## config.mk

```make
export PLATFORM = sky130hd
export DESIGN_NAME = vector_lsu
export DESIGN_NICKNAME = d
export VERILOG_FILES = /design/src/rv32v_types_pkg.sv /design/src/address_generator.sv /design/src/address_scheduler.sv /design/src/load_aligner.sv /design/src/vector_lsu.sv
export VERILOG_INCLUDE_DIRS = /design/src /design/src/src
export SDC_FILE = /design/constraint.sdc
export NUM_CORES = 1
export LEC_CHECK = 0
export ABC_CLOCK_PERIOD_IN_PS = 12800
export BUFFER_PORTS_ARGS = -buffer_cell sky130_fd_sc_hd__buf_2
export CELL_PAD_IN_SITES_DETAIL_PLACEMENT = 1
export CELL_PAD_IN_SITES_GLOBAL_PLACEMENT = 1
export CORE_ASPECT_RATIO = 2
export CORE_MARGIN = 1
export CORE_UTILIZATION = 30
export CTS_CLUSTER_DIAMETER = 60
export DETAILED_ROUTE_END_ITERATION = 16
export GPL_ROUTABILITY_DRIVEN = 0
export PLACE_DENSITY = 0.65
export SETUP_SLACK_MARGIN = 0.4
export SLEW_MARGIN = 40
export SYNTH_ARGS = -nofsm -noshare
export SYNTH_HDL_FRONTEND = slang
export SYNTH_HIERARCHICAL = 1
export SYNTH_SLANG_ARGS = --single-unit
```

## constraint.sdc

```tcl
create_clock -name CLK -period 12.8 [get_ports CLK]
set_input_delay 0.64 -clock CLK [delete_from_list [all_inputs] [get_ports CLK]]
set_output_delay 0.64 -clock CLK [all_outputs]
set_load 0.01 [all_outputs]
```

## src/vlsu_params.svh

```systemverilog
`ifndef VLSU_PARAMS_SVH
`define VLSU_PARAMS_SVH

// ************************************************************
// Widths shared by the whole load/store pipeline.
// ************************************************************

// Data word and byte address width.
`define VLSU_WORD_W 32

// Element width codes from the command.
`define VLSU_SEW8  2'd0
`define VLSU_SEW16 2'd1
`define VLSU_SEW32 2'd2

// Access size codes on the memory port.
// Same numbering as the element width codes.
`define VLSU_BENA8  2'd0
`define VLSU_BENA16 2'd1
`define VLSU_BENA32 2'd2

`endif

```

## src/rv32v_types_pkg.sv

```systemverilog
`include "vlsu_params.svh"

package rv32v_types_pkg;

  // ************************************************************
  // Vector load/store types.
  // ************************************************************

  // One data word on the memory port.
  typedef logic [`VLSU_WORD_W-1:0] word_t;

  // Byte address, word aligned for a legal access.
  typedef logic [`VLSU_WORD_W-1:0] addr_t;

  // Element width code, see VLSU_SEW* macros.
  typedef logic [1:0] sew_t;

  // Memory access size code, see VLSU_BENA* macros.
  typedef logic [1:0] byte_ena_t;

  // Scheduler FSM states.
  // LOAD0/STORE0 run the element at addr0.
  // LOAD1/STORE1 run the element at addr1.
  // EX holds until the core answers with returnex.
  typedef enum logic [2:0]
  {
    IDLE,
    LOAD0,
    LOAD1,
    STORE0,
    STORE1,
    EX
  } sched_state_t;

endpackage

```

## src/address_generator.sv

```systemverilog
`timescale 1ns/1ns
`include "vlsu_params.svh"

module address_generator
  import rv32v_types_pkg::*;
(
  input  logic  CLK,
  input  logic  nRST,
  input  logic  cmd_valid,
  input  logic  cmd_load,
  input  logic  cmd_store,
  input  logic  take,
  input  addr_t base,
  input  addr_t stride,
  input  sew_t  cmd_sew,
  input  word_t cmd_data0,
  input  word_t cmd_data1,
  output logic  cmd_ready,
  output logic  req_load,
  output logic  req_store,
  output addr_t addr0,
  output addr_t addr1,
  output word_t storedata0,
  output word_t storedata1,
  output sew_t  sew
);

  // Command handshake.
  logic  accept;
  logic  empty;
  // Second element address.
  addr_t next_addr1;

  // Stage is empty when no direction is pending.
  assign empty = !(req_load || req_store);

  // Free now, or freed by the scheduler this cycle.
  assign cmd_ready = empty || take;
  assign accept    = cmd_valid && cmd_ready;

  // Element 1 sits one stride above the base.
  assign next_addr1 = base + stride;

  // ************************************************************
  // Stage occupancy.
  // ************************************************************

  always_ff @(posedge CLK, negedge nRST)
  begin
    if (!nRST)
    begin
      req_load  <= 1'b0;
      req_store <= 1'b0;
    end
    else if (accept)
    begin
      // A new command replaces the one being taken.
      req_load  <= cmd_load;
      req_store <= cmd_store;
    end
    else if (take)
    begin
      // Handed over, nothing behind it.
      req_load  <= 1'b0;
      req_store <= 1'b0;
    end
  end

  // Command payload, only meaningful while occupied.
  always_ff @(posedge CLK)
  begin
    if (accept)
    begin
      addr0      <= base;
      addr1      <= next_addr1;
      storedata0 <= cmd_data0;
      storedata1 <= cmd_data1;
      sew        <= cmd_sew;
    end
  end

endmodule

```

## src/address_scheduler.sv

```systemverilog
`timescale 1ns/1ns
`include "vlsu_params.svh"

module address_scheduler
  import rv32v_types_pkg::*;
(
  input  logic      CLK,
  input  logic      nRST,
  input  logic      load,
  input  logic      store,
  input  logic      dhit,
  input  logic      returnex,
  input  addr_t     addr0,
  input  addr_t     addr1,
  input  word_t     storedata0,
  input  word_t     storedata1,
  input  sew_t      sew,
  output logic      take,
  output logic      ren,
  output logic      wen,
  output logic      busy,
  output logic      exception,
  output logic      arrived0,
  output logic      arrived1,
  output addr_t     final_addr,
  output word_t     final_storedata,
  output byte_ena_t byte_ena
);

  sched_state_t state, next_state;

  // Request and alignment flags.
  logic daccess;
  logic misalign0;
  logic misalign1;

  // Command copy, so stage 1 can refill behind us.
  addr_t addr0_q;
  addr_t addr1_q;
  word_t data0_q;
  word_t data1_q;
  sew_t  sew_q;

  // ************************************************************
  // Request decode.
  // ************************************************************

  assign daccess = load || store;

  // One cycle in IDLE with a request pending.
  assign take = (state == IDLE) && daccess;

  // Word alignment only, low two bits must be zero.
  assign misalign0 = (addr0[1:0] != 2'b00) && daccess;
  assign misalign1 = addr1_q[1:0] != 2'b00;

  // Load data valid in the hit cycle.
  assign arrived0 = (state == LOAD0) && dhit;
  assign arrived1 = (state == LOAD1) && dhit;

  // Access size follows the element width.
  always_comb
  begin
    case (sew_q)
      `VLSU_SEW8:  byte_ena = `VLSU_BENA8;
      `VLSU_SEW16: byte_ena = `VLSU_BENA16;
      default:     byte_ena = `VLSU_BENA32;
    endcase
  end

  // Captured when the command is taken.
  always_ff @(posedge CLK)
  begin
    if (take)
    begin
      addr0_q <= addr0;
      addr1_q <= addr1;
      data0_q <= storedata0;
      data1_q <= storedata1;
      sew_q   <= sew;
    end
  end

  // ************************************************************
  // State machine.
  // ************************************************************

  always_ff @(posedge CLK, negedge nRST)
  begin
    if (!nRST)
      state <= IDLE;
    else
      state <= next_state;
  end

  always_comb
  begin
    next_state = state;
    case (state)
      IDLE:
      begin
        // Bad base never touches memory.
        if (misalign0)
          next_state = EX;
        else if (load)
          next_state = LOAD0;
        else if (store)
          next_state = STORE0;
      end
      LOAD0:
      begin
        // Second address checked once the first has hit.
        if (dhit && misalign1)
          next_state = EX;
        else if (dhit)
          next_state = LOAD1;
      end
      LOAD1:
      begin
        if (dhit)
          next_state = IDLE;
      end
      STORE0:
      begin
        if (dhit && misalign1)
          next_state = EX;
        else if (dhit)
          next_state = STORE1;
      end
      STORE1:
      begin
        if (dhit)
          next_state = IDLE;
      end
      EX:
      begin
        if (returnex)
          next_state = IDLE;
      end
      default:
        next_state = IDLE;
    endcase
  end

  // Memory request and status outputs.
  always_comb
  begin
    final_addr      = '0;
    final_storedata = '0;
    ren             = 1'b0;
    wen             = 1'b0;
    busy            = 1'b1;
    exception       = 1'b0;
    case (state)
      IDLE:
        busy = 1'b0;
      LOAD0:
      begin
        final_addr = addr0_q;
        ren        = 1'b1;
      end
      LOAD1:
      begin
        final_addr = addr1_q;
        ren        = 1'b1;
      end
      STORE0:
      begin
        final_addr      = addr0_q;
        final_storedata = data0_q;
        wen             = 1'b1;
      end
      STORE1:
      begin
        final_addr      = addr1_q;
        final_storedata = data1_q;
        wen             = 1'b1;
      end
      EX:
      begin
        busy      = 1'b0;
        exception = 1'b1;
      end
      default:
        busy = 1'b0;
    endcase
  end

endmodule

```

## src/load_aligner.sv

```systemverilog
`timescale 1ns/1ns
`include "vlsu_params.svh"

module load_aligner
  import rv32v_types_pkg::*;
(
  input  logic  CLK,
  input  logic  nRST,
  input  logic  arrived0,
  input  logic  arrived1,
  input  word_t rdata,
  input  sew_t  sew,
  output logic  result_valid,
  output word_t result0,
  output word_t result1
);

  // Current read data cut to the element width.
  word_t masked;

  // ************************************************************
  // Element masking.
  // ************************************************************

  // Zero extension only, no sign handling.
  function automatic word_t mask_elem(input word_t data, input sew_t width);
    word_t elem;
    case (width)
      `VLSU_SEW8:  elem = {{(`VLSU_WORD_W-8){1'b0}}, data[7:0]};
      `VLSU_SEW16: elem = {{(`VLSU_WORD_W-16){1'b0}}, data[15:0]};
      default:     elem = data;
    endcase
    return elem;
  endfunction

  assign masked = mask_elem(rdata, sew);

  // Element pair, held until the next load.
  always_ff @(posedge CLK)
  begin
    if (arrived0)
      result0 <= masked;
    if (arrived1)
      result1 <= masked;
  end

  // One cycle after the second hit.
  always_ff @(posedge CLK, negedge nRST)
  begin
    if (!nRST)
      result_valid <= 1'b0;
    else
      result_valid <= arrived1;
  end

endmodule

```

## src/vector_lsu.sv

```systemverilog
`timescale 1ns/1ns
`include "vlsu_params.svh"

module vector_lsu
  import rv32v_types_pkg::*;
(
  input  logic      CLK,
  input  logic      nRST,
  input  logic      cmd_valid,
  input  logic      cmd_load,
  input  logic      cmd_store,
  input  logic      dhit,
  input  logic      returnex,
  input  addr_t     base,
  input  addr_t     stride,
  input  sew_t      cmd_sew,
  input  word_t     cmd_data0,
  input  word_t     cmd_data1,
  input  word_t     mem_rdata,
  output logic      cmd_ready,
  output logic      busy,
  output logic      mem_ren,
  output logic      mem_wen,
  output logic      exception,
  output logic      result_valid,
  output addr_t     mem_addr,
  output word_t     mem_wdata,
  output byte_ena_t mem_byte_ena,
  output word_t     result0,
  output word_t     result1
);

  // Stage 1 to stage 2.
  logic  req_load;
  logic  req_store;
  logic  take;
  addr_t addr0;
  addr_t addr1;
  word_t storedata0;
  word_t storedata1;
  sew_t  sew;

  // Stage 2 to stage 3.
  logic  arrived0;
  logic  arrived1;

  // ************************************************************
  // Pipeline stages.
  // ************************************************************

  address_generator u_agen (
    .CLK        (CLK),
    .nRST       (nRST),
    .cmd_valid  (cmd_valid),
    .cmd_load   (cmd_load),
    .cmd_store  (cmd_store),
    .take       (take),
    .base       (base),
    .stride     (stride),
    .cmd_sew    (cmd_sew),
    .cmd_data0  (cmd_data0),
    .cmd_data1  (cmd_data1),
    .cmd_ready  (cmd_ready),
    .req_load   (req_load),
    .req_store  (req_store),
    .addr0      (addr0),
    .addr1      (addr1),
    .storedata0 (storedata0),
    .storedata1 (storedata1),
    .sew        (sew)
  );

  address_scheduler u_sched (
    .CLK             (CLK),
    .nRST            (nRST),
    .load            (req_load),
    .store           (req_store),
    .dhit            (dhit),
    .returnex        (returnex),
    .addr0           (addr0),
    .addr1           (addr1),
    .storedata0      (storedata0),
    .storedata1      (storedata1),
    .sew             (sew),
    .take            (take),
    .ren             (mem_ren),
    .wen             (mem_wen),
    .busy            (busy),
    .exception       (exception),
    .arrived0        (arrived0),
    .arrived1        (arrived1),
    .final_addr      (mem_addr),
    .final_storedata (mem_wdata),
    .byte_ena        (mem_byte_ena)
  );

  // Stage 1 may already hold the next command.
  // The access size code is the width of the load in flight.
  load_aligner u_align (
    .CLK          (CLK),
    .nRST         (nRST),
    .arrived0     (arrived0),
    .arrived1     (arrived1),
    .rdata        (mem_rdata),
    .sew          (mem_byte_ena),
    .result_valid (result_valid),
    .result0      (result0),
    .result1      (result1)
  );

endmodule

```

-- Word level (Yosys, flattened, before mapping)
Index checks and enable logic that the tools add are counted.
- register bits: 330
- logic and storage cells: 71
- output and inout bits: 136
- input port bits: 169
- $add $sub $neg: 1
- reduce and logical (&&, ||, !) cells: 21
- muxes and demuxes: 21
- equal/unequal tests: 12
- operators with widths (cell ; count):
    $pmux W32 S2 ; 3
    $add A32 B32 Y32 ; 1
    $mux W3 ; 9
    $pmux W3 S5 ; 1
    $reduce_or A2 Y1 ; 4
    $mux W1 ; 7
    $eq A3 B2 Y1 const B ; 2
    $eq A3 B3 Y1 const B ; 2
    $logic_and A1 B1 Y1 ; 6
    $reduce_bool A2 Y1 ; 3
    $reduce_and A5 Y1 ; 1
    $eq A2 B1 Y1 const B ; 2
    $logic_not A2 Y1 ; 2
    $ne A4 B3 Y1 const B ; 1
    $pmux W2 S2 ; 1
    $reduce_or A4 Y1 ; 1
    $eq A3 B1 Y1 const B ; 1
    $logic_not A3 Y1 ; 1
    $ne A3 B2 Y1 const B ; 1
    $ne A3 B3 Y1 const B ; 1
    $logic_or A1 B1 Y1 ; 2
    $ne A2 B1 Y1 const B ; 1
    $ne A2 B2 Y1 const B ; 1
    $logic_not A1 Y1 ; 1

-- Longest topological paths before layout
- word-level depth: 5
- gate-level depth with buffers: 9
- mapped depth without buffers: 9

-- Modules after synthesis
Netlist, hierarchy kept.
- by module, submodules not included (module ; cells each ; sequential area each (µm²) ; area each (µm²) ; instances):
    address_generator ; 380 ; 3953.8 ; 5700.5 ; 1
    address_scheduler ; 253 ; 3978.8 ; 4912.2 ; 1
    load_aligner ; 92 ; 1946.9 ; 2138.3 ; 1

-- Least setup slack after synthesis
OpenSTA, ideal clock, no wires.
- path type: register to register
- start: register u_sched.state[0]
- end: register u_agen.addr0[0] (enable)
- arrival: 10.231 ns
- data required time: 12.294 ns
- path slack: 2.063 ns
- setup time: 0.506 ns
- stages on the path, launching flop included: 8
- path buffers: 1
- clock period less this slack: 10.737 ns
- path through: dfrtp_1 buf_4 nor2_2 o21ai_0 nor2_1 inv_1 o21ai_0 and2_1
- cells in the longest elaborated chain, start to end: 4
- RTL lines (element ; RTL line ; source):
    from (decl) ; address_scheduler.sv:30 ; sched_state_t state, next_state;
    from (signal assigned) ; address_scheduler.sv:93 ; state <= next_state;
    $logic_not A3 Y1 ; address_scheduler.sv:51 ; assign take = (state == IDLE) && daccess;
    $logic_and A1 B1 Y1 ; address_scheduler.sv:51 ;
    named net take ; vector_lsu.sv:36 ; logic take;
    $logic_or A1 B1 Y1 ; address_generator.sv:38 ; assign cmd_ready = empty || take;
    named net cmd_ready ; vector_lsu.sv:20 ; output logic cmd_ready,
    $logic_and A1 B1 Y1 ; address_generator.sv:39 ; assign accept = cmd_valid && cmd_ready;
    named net u_agen.accept ; address_generator.sv:29 ; logic accept;
    to (signal assigned) ; address_generator.sv:74 ; addr0 <= base;
    to (decl) ; address_generator.sv:21 ; output addr_t addr0,
The timed path passes the listed nets, and every way through them passes these cells.
A chain may end at the register's enable or synchronous reset.

-- Worst setup path in the final report
- start: register u_sched.state[0]
- end: register u_agen.storedata1[3] (enable)
- cells in the longest elaborated chain, start to end: 4
- RTL lines (element ; RTL line ; source):
    $logic_not A3 Y1 ; address_scheduler.sv:51 ;
    $logic_and A1 B1 Y1 ; address_scheduler.sv:51 ;
    named net take ; vector_lsu.sv:36 ;
    $logic_or A1 B1 Y1 ; address_generator.sv:38 ;
    $logic_and A1 B1 Y1 ; address_generator.sv:39 ;
    named net u_agen.accept ; address_generator.sv:29 ;
    to (signal assigned) ; address_generator.sv:77 ; storedata1 <= cmd_data1;
    to (decl) ; address_generator.sv:24 ; output word_t storedata1,
The timed path passes the listed nets, and every way through them passes these cells.

==> reports/metrics.cfg <==
[run_status]
status=finished clean

[drt]
first_pass_iters=4
drtIter0Drc=251
drc=0
ant_nets=0
wire_per_inst_um=19.6
viasPerCell=4.60
route.vias.total=7335
drt_wl_total_um=31300

[floorplanning]
die_area_um2=43400
die_y_um=294
boundaryPins=305
die_x_um=148
row_count=106
start_util=0.304
coreArea_um2=41900

[sta]
rsz0062_at_grt=no
tightest_slew_ns=0.732
max_freq_ghz=0.284
finClkSkew_ns=0.0148
final.setup.tns_ns=0
setup_viol=0
final_max_slew_viol_count=0
finalWorstSetupSlack_ns=9.28
finalCritPeriodShare=0.275
period_needed_ns=3.52
finalHoldViolCount=0
relSlewSlack=0.511

[cts]
cts_buffer_depth=3
cts_resized=0
post-cts-setup-buffers=0
clk_latency_ns=0.56
clkSlewWorstSetupHoldPaths_ns=0.07
numCtsBuffers=27
hold_buffers=1
cts.sinks=330
h-tree-depth=1
cts_root_buf=clkbuf_16
cts_tree=yes

[critical_path]
rr_startpoint=u_sched/state[0]
worst_path_most_repeated_cell=o21ai_0
worstSetupPathType=reg2reg
cp_cell_sequence=nor2_2 > o21ai_0 > nor2_4 > buf_4 > inv_1 > o21ai_0 > and2_4 > buf_6
cp_max_fo=66
cp_slowest_cell=buf_4
critPathCapture=u_agen/storedata1[3]
rr_worst_depth=8
arrival_ns=3.72
startpoint_type=flip-flop
cp-end-kind=flip-flop
rrSetupSlack_ns=9.28
setup.worst_path.start=u_sched/state[0]
cp_slowest_stage_delay_ns=0.57
r2r_end=u_agen/storedata1[3]
crit_required_ns=12.99

[place]
hpwl_um=23900
placed_cell_area_um2=14800
pre_cts_ws_ns=9.02
portBuffers=304

[logic_synthesis]
syn_nets=926
async_reset_ff_frac=0.0182
synth-seq-cells=330
synthesis.area_um2=12800
synth_area_per_cell_um2=17.6
ys.flop_type=edfxtp_1
ys_seq_area_frac=0.775
synth.distinct_cells=60
synth_edf_count=324
synthCells=725
ys_warn_count=6

[finish]
fin_util=0.376
nNetsFinal=1234
area_delta_synth_final_pct=23.6
layout_common_cells=324 x edfxtp_1, 304 x buf_2, 67 x a22o_1
final_common_cell=edfxtp_1
fin_area_um2=15800
layout-drive-gt1-share=0.361

[global_routing]
grt_pass1_wl_um=45800
grt_max_degree=77
grtUsageTotal=0.142
antenna_found_initial=2
grt_pass1_vias=8028
overflow=0

[power]
pwr_density_cell_nw_per_um2=216
leakagePower_nw=5.99
peakVddDrop_mv=0.0911

[flow_run]
max_cap_viol_count=0

[min_path]
worstHoldPathType=in2reg

[Yosys cell counts (2+ instances only)]
| library cell | count | share of area |
|---|---|---|
| a211oi_1 | 3 | 0.0018 |
| a21o_1 | 10 | 0.0059 |
| o211ai_1 | 2 | 0.0012 |
| buf_4 | 3 | 0.0018 |
| a221o_1 | 2 | 0.0016 |
| ha_1 | 31 | 0.030 |
| a31oi_1 | 2 | 0.00098 |
| inv_1 | 4 | 0.0012 |
| a22o_1 | 67 | 0.046 |
| a22oi_1 | 2 | 0.0012 |
| buf_6 | 8 | 0.0071 |
| o21bai_1 | 4 | 0.0024 |
| o31ai_1 | 2 | 0.0012 |
| nor2b_1 | 5 | 0.0025 |
| a21oi_1 | 33 | 0.013 |
| and2_1 | 19 | 0.0093 |
| nor2_1 | 23 | 0.0068 |
| nand2_2 | 3 | 0.0015 |
| buf_2 | 11 | 0.0043 |
| o21ai_1 | 2 | 0.00079 |
| a221oi_1 | 3 | 0.0021 |
| nand2_1 | 20 | 0.0059 |
| clkbuf_1 | 12 | 0.0035 |
| o2111ai_1 | 2 | 0.0014 |
| and3_1 | 5 | 0.0025 |
| dfrtp_1 | 6 | 0.012 |
| xnor2_1 | 22 | 0.015 |
| nand4_1 | 7 | 0.0034 |
| nor3b_1 | 3 | 0.0018 |
| and2_2 | 3 | 0.0018 |
| o21a_1 | 10 | 0.0059 |
| and3b_1 | 2 | 0.0014 |
| nand3_1 | 11 | 0.0043 |
| xor2_1 | 11 | 0.0076 |
| edfxtp_1 | 324 | 0.76 |
| o21ai_0 | 24 | 0.0094 |
[critical path: cells and delay by family (launching register included)]
family / cells / cell delay (ns)
buffers and inverters: 3 / 1.28
flip-flops: 1 / 0.52
AO/OA/AOI/OAI: 2 / 0.37
AND/OR/NAND/NOR: 3 / 0.87
[sequential cells by signal, summed over array words and instances (netlist names)]
signal                count
u_agen/req_store          1
u_agen/storedata0        32
u_sched/data0_q          32
u_sched/addr0_q          32
u_sched/sew_q             2
u_agen/req_load           1
u_sched/state             3
u_align/result_valid      1
u_agen/sew                2
u_agen/addr1             32
u_agen/addr0             32
u_align/result0          32
u_sched/addr1_q          32
u_agen/storedata1        32
u_align/result1          32
u_sched/data1_q          32
[power by group]
part,internal (W),switching (W)
sequential,0.00162,0.0000985
clock,0.000451,0.000382
combinational,0.000296,0.000561
total,0.00237,0.00104
[final cells by class]
| type | count | area (µm²) |
|---|---|---|
| well taps | 540 | 676 |
| inverters | 4 | 15.0 |
| clock buffers | 29 | 683 |
| clock inverters | 20 | 198 |
| fillers | 4383 | 26200 |
| multi-input cells | 356 | 2670 |
| flip-flops and latches | 330 | 9880 |
| repair buffers | 314 | 1630 |
| diodes | 2 | 5.00 |
[cell families after synthesis]
group	Yosys count	synth area share
AO/OA/AOI/OAI	179	0.103
XOR/XNOR	33	0.0227
adder cells (fa/ha/maj)	32	0.0320
buffers and inverters	39	0.0183
flip-flops	330	0.775
multiplexers	1	0.000785
AND/OR/NAND/NOR	111	0.0482
[layer usage]
metal  vias up  share of wire  GRT usage  wire [µm]
met1      3538           0.34      0.132      10500
met2       251           0.58      0.289      18000
met3        74          0.041     0.0179       1280
met4         0          0.047     0.0757       1470
met5         -              0          0          0
li1       3472              -          -          -
[stage by stage]
step	std cells	hold slack, ns	total power (W)
6_report	1595	0.248	0.00341
5_1_grt	1595	0.225	0.00357
4_1_cts	1592	0.213	0.00347
3_5_place_dp	1542	0.405	0.00263
3_3_place_gp	1541	0.400	0.00258
2_1_floorplan	725	0.344	0.00228
[worst min path at each step]
stage,from,end,depth (start not counted)
5_1_grt,cmd_data0[23],u_agen/storedata0[23],1
6_report,cmd_data1[22],u_agen/storedata1[22],1
4_1_cts,cmd_data0[23],u_agen/storedata0[23],1
3_3_place_gp,u_agen/storedata1[26],u_sched/data1_q[26],0
3_5_place_dp,u_agen/addr0[2],u_sched/addr0_q[2],0
2_1_floorplan,nRST,u_agen/req_load,0
No activity file was read; power rests on OpenSTA's default activity.
